===== src/verilog/rep_consts.svh =====
//----------------------------------------
// Replicator constants
// Destination vector, priority, descriptor
// field widths and queue depth
//----------------------------------------

`ifndef REP_CONSTS_SVH
`define REP_CONSTS_SVH

// Destination vector
`define REP_NDEST 8
`define REP_DEST_NBITS 3

// Priority
`define REP_PRI_NBITS 2

// Descriptor fields
`define REP_BUF_PTR_NBITS 12
`define REP_LEN_NBITS 10
`define REP_PORT_NBITS 3

// Entries per queue, unicast and multicast alike
`define REP_FIFO_DEPTH 16

`endif


===== src/verilog/rep_pkg.sv =====
//----------------------------------------
// Replicator types
// Vector, queue id, descriptor and queue
// entry layouts shared by all blocks
//----------------------------------------

`default_nettype none

`include "rep_consts.svh"

package rep_pkg;

	typedef logic [`REP_NDEST-1:0] dest_vec_t;
	typedef logic [`REP_DEST_NBITS-1:0] dest_t;
	typedef logic [`REP_DEST_NBITS:0] dest_count_t;	// 0 to REP_NDEST
	typedef logic [`REP_PRI_NBITS-1:0] pri_t;
	typedef logic [`REP_PRI_NBITS+`REP_DEST_NBITS-1:0] qid_t;	// {pri, dest}

	typedef struct packed {
		logic [`REP_BUF_PTR_NBITS-1:0] buf_ptr;
		logic [`REP_LEN_NBITS-1:0] len;
		logic [`REP_PORT_NBITS-1:0] src_port;
	} rep_desc_t;

	// One queue entry
	typedef struct packed {
		dest_vec_t vec;
		pri_t pri;
		dest_count_t count;
		rep_desc_t desc;
	} rep_item_t;

endpackage

`default_nettype wire


===== src/verilog/rep_if.sv =====
//----------------------------------------
// Replicator internal buses
// Classifier to queue writes and queue
// head to fan-out handshake
//----------------------------------------

`timescale 1ns/1ns
`default_nettype none

interface rep_req_if;

	logic ucast_wr;
	logic mcast_wr;
	rep_pkg::rep_item_t item;
	logic ucast_full;
	logic mcast_full;

	modport src (
		output ucast_wr,
		output mcast_wr,
		output item,
		input ucast_full,
		input mcast_full
	);

	modport dst (
		input ucast_wr,
		input mcast_wr,
		input item,
		output ucast_full,
		output mcast_full
	);

endinterface

interface rep_item_if;

	logic valid;
	rep_pkg::rep_item_t item;
	logic take;	// Pops the offered entry

	modport src (output valid, output item, input take);

	modport dst (input valid, input item, output take);

endinterface

`default_nettype wire


===== src/verilog/rep_fifo.sv =====
//----------------------------------------
// Request queue
// Circular buffer of queue entries, head
// entry shown on dout
//----------------------------------------

`timescale 1ns/1ns
`default_nettype none

`include "rep_consts.svh"

module rep_fifo #(
	parameter int DEPTH = `REP_FIFO_DEPTH
) (
	input logic clk,
	input logic rst_n,
	input logic wr,
	input rep_pkg::rep_item_t din,
	input logic rd,
	output rep_pkg::rep_item_t dout,
	output logic empty,
	output logic full
);

	localparam int AW = (DEPTH > 1) ? $clog2(DEPTH) : 1;
	localparam int CW = $clog2(DEPTH + 1);

	rep_pkg::rep_item_t mem [DEPTH];
	logic [AW-1:0] wr_ptr;
	logic [AW-1:0] rd_ptr;
	logic [CW-1:0] count;

	function automatic logic [AW-1:0] next_ptr(input logic [AW-1:0] p);
		return (p == AW'(DEPTH - 1)) ? '0 : p + 1'b1;
	endfunction

	always_ff @(posedge clk)
		if (wr)
			mem[wr_ptr] <= din;

	always_ff @(posedge clk or negedge rst_n)
		if (!rst_n)
		begin
			wr_ptr <= '0;
			rd_ptr <= '0;
			count <= '0;
		end
		else
		begin
			if (wr)
				wr_ptr <= next_ptr(wr_ptr);
			if (rd)
				rd_ptr <= next_ptr(rd_ptr);
			case ({wr, rd})
				2'b10: count <= count + 1'b1;
				2'b01: count <= count - 1'b1;
				default: count <= count;
			endcase
		end

	assign dout = mem[rd_ptr];
	assign empty = (count == '0);
	assign full = (count == CW'(DEPTH));

	a_no_overflow: assert property (@(posedge clk) disable iff (!rst_n) full |-> !wr)
		else $error("write to a full queue");
	a_no_underflow: assert property (@(posedge clk) disable iff (!rst_n) empty |-> !rd)
		else $error("read from an empty queue");

endmodule

`default_nettype wire


===== src/verilog/rep_enq_classifier.sv =====
//----------------------------------------
// Enqueue classifier
// Counts destinations and sends a request
// to a queue or to the discard port
//----------------------------------------

`timescale 1ns/1ns
`default_nettype none

module rep_enq_classifier (
	input logic clk,
	input logic rst_n,
	input logic enq_req,
	input logic enq_discard,
	input logic enq_allow_mcast,
	input rep_pkg::dest_vec_t enq_vec,
	input rep_pkg::pri_t enq_pri,
	input rep_pkg::rep_desc_t enq_desc,
	rep_req_if.src req,
	output logic discard_req,
	output rep_pkg::rep_desc_t discard_desc
);

	logic req_d1;
	logic discard_d1;
	logic allow_mcast_d1;
	rep_pkg::dest_vec_t vec_d1;
	rep_pkg::pri_t pri_d1;
	rep_pkg::rep_desc_t desc_d1;

	rep_pkg::dest_count_t dest_count;
	logic to_ucast;
	logic to_mcast;
	logic discard_set;

	// Tree adder over the 8 destination bits
	function automatic rep_pkg::dest_count_t bit_sum(input rep_pkg::dest_vec_t v);
		logic [1:0] s2 [4];
		logic [2:0] s4 [2];
		for (int i = 0; i < 4; i++)
			s2[i] = {1'b0, v[2*i]} + {1'b0, v[2*i+1]};
		for (int i = 0; i < 2; i++)
			s4[i] = {1'b0, s2[2*i]} + {1'b0, s2[2*i+1]};
		return {1'b0, s4[0]} + {1'b0, s4[1]};
	endfunction

	always_ff @(posedge clk)
	begin
		discard_d1 <= enq_discard;
		allow_mcast_d1 <= enq_allow_mcast;
		vec_d1 <= enq_vec;
		pri_d1 <= enq_pri;
		desc_d1 <= enq_desc;
		if (discard_set)
			discard_desc <= desc_d1;
	end

	always_ff @(posedge clk or negedge rst_n)
		if (!rst_n)
		begin
			req_d1 <= 1'b0;
			discard_req <= 1'b0;
		end
		else
		begin
			req_d1 <= enq_req;
			discard_req <= discard_set;
		end

	assign dest_count = bit_sum(vec_d1);
	assign to_ucast = req_d1 & ~discard_d1 & (dest_count == rep_pkg::dest_count_t'(1));
	assign to_mcast = req_d1 & ~discard_d1 & (dest_count > rep_pkg::dest_count_t'(1))
		& allow_mcast_d1;

	assign req.ucast_wr = to_ucast & ~req.ucast_full;
	assign req.mcast_wr = to_mcast & ~req.mcast_full;
	assign req.item = '{vec: vec_d1, pri: pri_d1, count: dest_count, desc: desc_d1};

	assign discard_set = req_d1 & ~req.ucast_wr & ~req.mcast_wr;	// Rule or full queue

	a_known_req: assert property (@(posedge clk) disable iff (!rst_n)
		enq_req |-> !$isunknown({enq_discard, enq_allow_mcast, enq_vec, enq_pri}))
		else $error("request with unknown flags or destinations");

endmodule

`default_nettype wire


===== src/verilog/rep_enq_queue.sv =====
//----------------------------------------
// Unicast and multicast queues
// Unicast head is offered first
//----------------------------------------

`timescale 1ns/1ns
`default_nettype none

module rep_enq_queue (
	input logic clk,
	input logic rst_n,
	rep_req_if.dst req,
	rep_item_if.src head
);

	rep_pkg::rep_item_t ucast_dout;
	rep_pkg::rep_item_t mcast_dout;
	logic ucast_empty;
	logic mcast_empty;
	logic ucast_rd;
	logic mcast_rd;

	rep_fifo ucast_fifo_i (
		.clk(clk),
		.rst_n(rst_n),
		.wr(req.ucast_wr),
		.din(req.item),
		.rd(ucast_rd),
		.dout(ucast_dout),
		.empty(ucast_empty),
		.full(req.ucast_full)
	);

	rep_fifo mcast_fifo_i (
		.clk(clk),
		.rst_n(rst_n),
		.wr(req.mcast_wr),
		.din(req.item),
		.rd(mcast_rd),
		.dout(mcast_dout),
		.empty(mcast_empty),
		.full(req.mcast_full)
	);

	assign head.valid = ~ucast_empty | ~mcast_empty;
	assign head.item = ucast_empty ? mcast_dout : ucast_dout;

	// Pop whichever queue was offered
	assign ucast_rd = head.take & ~ucast_empty;
	assign mcast_rd = head.take & ucast_empty;

endmodule

`default_nettype wire


===== src/verilog/rep_fanout.sv =====
//----------------------------------------
// Fan-out stage
// Walks the destination vector low to high
// and emits one copy per cycle
//----------------------------------------

`timescale 1ns/1ns
`default_nettype none

module rep_fanout (
	input logic clk,
	input logic rst_n,
	rep_item_if.dst head,
	output logic rep_enq_req,
	output logic rep_enq_ucast,
	output logic rep_enq_last,
	output rep_pkg::dest_t rep_enq_packet_id,
	output rep_pkg::qid_t rep_enq_qid,
	output rep_pkg::rep_desc_t rep_enq_desc
);

	logic busy;
	rep_pkg::dest_vec_t rem_vec;
	rep_pkg::pri_t held_pri;
	rep_pkg::rep_desc_t held_desc;
	rep_pkg::dest_count_t held_cnt;
	rep_pkg::dest_t copy_idx;

	rep_pkg::dest_vec_t cur_vec;
	rep_pkg::pri_t cur_pri;
	rep_pkg::rep_desc_t cur_desc;
	rep_pkg::dest_count_t cur_cnt;
	rep_pkg::dest_t cur_idx;
	rep_pkg::dest_t cur_dest;
	logic emit;
	logic last_now;

	// Lowest set bit of the vector
	function automatic rep_pkg::dest_t low_dest(input rep_pkg::dest_vec_t v);
		rep_pkg::dest_t d;
		d = '0;
		for (int i = $bits(v) - 1; i >= 0; i--)
			if (v[i])
				d = rep_pkg::dest_t'(i);
		return d;
	endfunction

	assign head.take = head.valid & ~busy;

	// A newly taken item yields its first copy in the same cycle
	assign cur_vec = head.take ? head.item.vec : rem_vec;
	assign cur_pri = head.take ? head.item.pri : held_pri;
	assign cur_desc = head.take ? head.item.desc : held_desc;
	assign cur_cnt = head.take ? head.item.count : held_cnt;
	assign cur_idx = head.take ? '0 : copy_idx;

	assign cur_dest = low_dest(cur_vec);
	assign emit = head.take | busy;
	assign last_now = ({1'b0, cur_idx} + 1'b1) == cur_cnt;

	always_ff @(posedge clk)
	begin
		if (emit)
		begin
			rem_vec <= cur_vec & ~(rep_pkg::dest_vec_t'(1) << cur_dest);
			held_pri <= cur_pri;
			held_desc <= cur_desc;
			held_cnt <= cur_cnt;
			copy_idx <= cur_idx + 1'b1;
			rep_enq_ucast <= (cur_cnt == rep_pkg::dest_count_t'(1));
			rep_enq_last <= last_now;
			rep_enq_packet_id <= cur_idx;
			rep_enq_qid <= {cur_pri, cur_dest};
			rep_enq_desc <= cur_desc;
		end
	end

	always_ff @(posedge clk or negedge rst_n)
		if (!rst_n)
		begin
			busy <= 1'b0;
			rep_enq_req <= 1'b0;
		end
		else
		begin
			busy <= emit & ~last_now;	// Idle again while the last copy is out
			rep_enq_req <= emit;
		end

	// Count and vector of the held item must agree
	a_dest_left: assert property (@(posedge clk) disable iff (!rst_n)
		emit |-> (cur_vec != '0))
		else $error("copy due with no destination left");

endmodule

`default_nettype wire


===== src/verilog/mcast_replicator.sv =====
//----------------------------------------
// Multicast enqueue replicator
// Classifier, queues and fan-out stage
//----------------------------------------

`timescale 1ns/1ns
`default_nettype none

module mcast_replicator (
	input logic clk,
	input logic rst_n,
	input logic enq_req,
	input logic enq_discard,
	input logic enq_allow_mcast,
	input rep_pkg::dest_vec_t enq_vec,
	input rep_pkg::pri_t enq_pri,
	input rep_pkg::rep_desc_t enq_desc,
	output logic discard_req,
	output rep_pkg::rep_desc_t discard_desc,
	output logic rep_enq_req,
	output logic rep_enq_ucast,
	output logic rep_enq_last,
	output rep_pkg::dest_t rep_enq_packet_id,
	output rep_pkg::qid_t rep_enq_qid,
	output rep_pkg::rep_desc_t rep_enq_desc
);

	rep_req_if req_bus ();
	rep_item_if item_bus ();

	rep_enq_classifier classifier_i (
		.clk(clk),
		.rst_n(rst_n),
		.enq_req(enq_req),
		.enq_discard(enq_discard),
		.enq_allow_mcast(enq_allow_mcast),
		.enq_vec(enq_vec),
		.enq_pri(enq_pri),
		.enq_desc(enq_desc),
		.req(req_bus),
		.discard_req(discard_req),
		.discard_desc(discard_desc)
	);

	rep_enq_queue queue_i (
		.clk(clk),
		.rst_n(rst_n),
		.req(req_bus),
		.head(item_bus)
	);

	rep_fanout fanout_i (
		.clk(clk),
		.rst_n(rst_n),
		.head(item_bus),
		.rep_enq_req(rep_enq_req),
		.rep_enq_ucast(rep_enq_ucast),
		.rep_enq_last(rep_enq_last),
		.rep_enq_packet_id(rep_enq_packet_id),
		.rep_enq_qid(rep_enq_qid),
		.rep_enq_desc(rep_enq_desc)
	);

endmodule

`default_nettype wire


===== config.mk =====
export PLATFORM = sky130hd
export DESIGN_NAME = mcast_replicator
export DESIGN_NICKNAME = d
export VERILOG_FILES = /design/src/verilog/rep_pkg.sv /design/src/verilog/rep_if.sv /design/src/verilog/rep_fifo.sv /design/src/verilog/rep_enq_classifier.sv /design/src/verilog/rep_enq_queue.sv /design/src/verilog/rep_fanout.sv /design/src/verilog/mcast_replicator.sv
export VERILOG_INCLUDE_DIRS = /design/src /design/src/verilog
export SDC_FILE = /design/constraint.sdc
export NUM_CORES = 1
export LEC_CHECK = 0
export BUFFER_PORTS_ARGS = -buffer_cell sky130_fd_sc_hd__buf_2
export CAP_MARGIN = 0
export CORE_AREA = 5 5 349 351
export CTS_BUF_LIST = sky130_fd_sc_hd__clkbuf_8
export DETAILED_ROUTE_END_ITERATION = 6
export DIE_AREA = 0 0 354 356
export HOLD_SLACK_MARGIN = 0.06
export MAX_ROUTING_LAYER = met4
export PLACE_DENSITY_LB_ADDON = 0.25
export SLEW_MARGIN = 20
export SYNTH_ARGS = -nofsm -noshare
export SYNTH_HDL_FRONTEND = slang
export SYNTH_SLANG_ARGS = --single-unit

===== constraint.sdc =====
create_clock -name clk -period 9.1 [get_ports clk]
set_input_delay 0.91 -clock clk [delete_from_list [all_inputs] [get_ports clk]]
set_output_delay 0.91 -clock clk [all_outputs]
set_load 0.005 [all_outputs]

==> reports/metrics.csv <==
metric,value,unit
Worst EP required,9.72,ns
peak supply drop,0.000244,V
Reg power frac,46.3,%
"Seq/Total Area, Yosys",78.1,%
gr ovfl total,0,
global-route wire length before repair,187000,µm
Vias/cell,5.71,
pins over their slew limit,0,
hold_sp,enq_vec[6],
reg2reg setup slack,2.85,ns
Switch Pwr,4.72,mW
IO Port Bufs,101,
crit path max fanout,33,
path type of the worst setup path,register to register,
reg-to-reg startpoint,classifier_i.vec_d1[0]$_DFF_P_,
initial antenna violation count,8,
Setup Skew,0.0461,ns
final cell count without fillers,4346,
Die X,354,µm
synthesis warning total,0,
fillers,9268,
hold worst-path end,classifier_i.vec_d1[6]$_DFF_P_,
Sw Ratio,28.6,%
Worst-Skew Late Latency,0.94,ns
Tightest Pin Transition,1.11,ns
largest net degree at the start of global routing,73,
Main synth FF type,edfxtp_1,
Reg2Reg Depth,15,
status,finished clean,
reg2reg end,queue_i.mcast_fifo_i.mem[8][22]$_DFFE_PP_,
Initial Utilization,44.5,%
row cnt,127,
clock sink total,1390,
crit end category,register,
core area,119000,µm²
via count of the first global-routing pass,25975,
die area,126000,µm²
Seq cells post-synth,1390,
PD cells,274,nW/µm²
Post-synth EDFFs,1323,
htree depth,4,
NumNets Final,2671,
post_cts resized,0,
Placed Area,55500,µm²
total track usage,21.3,%
DRT iter0 DRCs,2418,
number of max-cap violations,0,
vias post-DR,24832,
Setup TNS Final,0,ns
dpl hpwl,76100,µm
gpl congestion,0.830,
Placed Cells,3891,
Mapped Area,52800,µm²
Yosys cell types,60,
RSZ-0062 raised after global routing,false,
Detailed Route WL,129000,µm
share of layout cells above drive strength 1,33.7,%
Synth async-reset ratio,2.16,%
Leakage,19.5,nW
synthesized area per cell,23.3,µm²
Initial DRT Pass Iterations,5,
I/O Pins,102,
Routed WL per cell,29.8,µm
CTS Buf Count,218,
ANT nets after route,0,
syn_nets,2330,
Final Power,16.5,mW
final period utilization,68.6,%
Max Clock Freq,0.160,GHz
DRC viols,0,
WHS,0.173,ns
CTS tree,built,
crit start category,register,
Slew HR,25.2,%
CTS root buffer,clkbuf_8,
clock buffer depth,3,
part of the power in combinational logic,21.8,%
"Min Clock Period, post-route",6.25,ns
final hold vios,0,
Final Cell Area,60300,µm²
"Data arrival, critical path",6.87,ns
Cells after Synth,2263,
die height,356,µm
setup violators final,0,
internal power,11.8,mW
Clk pwr share,31.9,%
hold depth,1,
clock-pin slew on the worst setup and hold paths,0.06,ns
P&R area growth vs syn,14.3,%
Min-Delay Path Class,input pin to register,
-- worst max-delay path, cell delays in order, from the launching register on --
cell and delay (ns):
dfxtp_1 0.30, buf_4 0.32, inv_1 0.12, fa_1 0.57
fa_1 0.44, fa_1 0.49, inv_1 0.04, ha_1 0.21
fa_1 0.48, xor2_2 0.19, nor2_1 0.08, a221oi_1 0.68
inv_1 0.33, nor3_1 0.35, and2_2 0.95, buf_4 0.35
-- kinds of logic (layout without fill, tap and decap cells) --
group	count (synthesis)	count (layout)	synth area share [%]
and+or+nand+nor	154	154	1.52
other	1	4	0.00711
AOI/OAI and AO/OA	103	103	1.39
muxes	430	430	16.8
buffers and inverters	138	670	1.10
DFF	1390	1390	78.1
adders and majority gates	27	27	0.711
xor gates and xnor gates	20	20	0.332
-- power groups by stage --
stage / Clock (mW) / Combinational (mW) / Sequential [mW]
global route: 5.70 / 3.83 / 7.68
detailed placement: 0 / 3.65 / 7.78
CTS: 5.38 / 3.68 / 7.65
floorplan: 0 / 2.58 / 7.57
global placement: 0 / 3.61 / 7.77
finish: 5.26 / 3.61 / 7.64
-- state kept, by name (all words and copies together) (netlist names), 4 cells and up --
register                     flops
queue_i.ucast_fifo_i.count       5
classifier_i.discard_desc       25
fanout_i.rep_enq_desc           25
queue_i.ucast_fifo_i.rd_ptr      4
classifier_i.req.item           25
queue_i.mcast_fifo_i.wr_ptr      4
queue_i.mcast_fifo_i.mem       624
queue_i.mcast_fifo_i.rd_ptr      4
queue_i.ucast_fifo_i.wr_ptr      4
queue_i.ucast_fifo_i.mem       624
fanout_i.held_cnt                4
fanout_i.rem_vec                 8
classifier_i.vec_d1              8
queue_i.mcast_fifo_i.count       5
-- cell type report --
cell class / instances / area, µm² / area share, %
Sequential cell: 1390 / 41300 / 68.4
Multi-Input combinational cell: 735 / 11000 / 18.3
Clock buffer: 224 / 3080 / 5.11
Tap cell: 1548 / 1940 / 3.21
Timing Repair Buffer: 224 / 1550 / 2.58
Clock inverter: 187 / 1310 / 2.16
Inverter: 35 / 131 / 0.218
Antenna cell: 3 / 7.51 / 0.0124
-- layer usage --
| metal | global-route usage [%] | wire length [µm] |
|---|---|---|
| met2 | 34.2 | 65100 |
| met5 | - | 0 |
| met4 | 6.19 | 2920 |
| met3 | 3.72 | 7860 |
| met1 | 28.4 | 53600 |
-- timing repair --
| item | in CTS | in global routing |
|---|---|---|
| endpoints found under the hold margin | 59 | 0 |
| hold buffers | 38 | 0 |
| setup buffers | 0 | 0 |
-- synthesized netlist by cell type, drive strengths merged (4+ instances only) --
master   number  area share, %
inv          33           0.23
a22oi        10           0.14
mux2i        20           0.38
ha           22           0.52
buf          63           0.57
nor3         12           0.11
nand3        12           0.11
nor2         23           0.16
edfxtp     1323             75
dfrtp        30            1.4
dfxtp        37            1.4
nor4          4          0.047
mux4        359             15
clkbuf       40           0.28
nand2        33           0.23
o21ai        19           0.18
xnor2        11           0.18
fa            5           0.19
o22ai        10           0.12
a21oi        19           0.18
a211oi        5          0.081
a2111oi       5          0.085
nand2b        5          0.059
mux2         51            1.1
nor2b        13           0.15
a221oi        4          0.066
and2         41           0.49
xor2          9           0.15
a21boi        4          0.057
-- through the flow --
step / utilization, % / setup slack, ns
after global routing: 50.8 / 2.44
after global placement: 46.7 / 3.03
after detailed placement: 46.7 / 2.86
final: 50.8 / 2.85
after CTS: 50.8 / 2.86
after floorplan: - / 2.17
-- worst max-delay path by stage --
| stage | to | from | depth (start not counted) | slack (ns) |
|---|---|---|---|---|
| 2_1_floorplan | queue_i.mcast_fifo_i.mem[15][0]$_DFFE_PP_ | classifier_i.vec_d1[0]$_DFF_P_ | 12 | 2.17 |
| 3_3_place_gp | queue_i.mcast_fifo_i.mem[9][20]$_DFFE_PP_ | classifier_i.vec_d1[0]$_DFF_P_ | 15 | 3.03 |
| 3_5_place_dp | queue_i.mcast_fifo_i.mem[11][24]$_DFFE_PP_ | classifier_i.vec_d1[0]$_DFF_P_ | 15 | 2.86 |
| 4_1_cts | queue_i.mcast_fifo_i.mem[11][19]$_DFFE_PP_ | classifier_i.vec_d1[0]$_DFF_P_ | 15 | 2.86 |
| 5_1_grt | queue_i.ucast_fifo_i.mem[8][23]$_DFFE_PP_ | classifier_i.vec_d1[0]$_DFF_P_ | 14 | 2.44 |
| 6_report | queue_i.mcast_fifo_i.mem[8][22]$_DFFE_PP_ | classifier_i.vec_d1[0]$_DFF_P_ | 15 | 2.85 |
-- cells in the final DEF, fill, tap and decap left out, drive strengths merged, types with 9 or more instances in the layout --
cell / netlist / layout
nor3: 12 / 12
clkbuf: 40 / 224
mux2i: 20 / 20
buf: 63 / 186
nor2: 23 / 23
a21oi: 19 / 19
mux4: 359 / 359
nor2b: 13 / 13
o21ai: 19 / 19
inv: 33 / 118
xnor2: 11 / 11
and2: 41 / 41
bufinv: 0 / 14
dlygate4sd3: 0 / 38
dfxtp: 37 / 37
mux2: 51 / 51
clkinv: 2 / 89
dfrtp: 30 / 30
edfxtp: 1323 / 1323
ha: 22 / 22
o22ai: 10 / 10
nand2: 33 / 33
xor2: 9 / 9
a22oi: 10 / 10
nand3: 12 / 12
(Power assumes the default switching activity.)
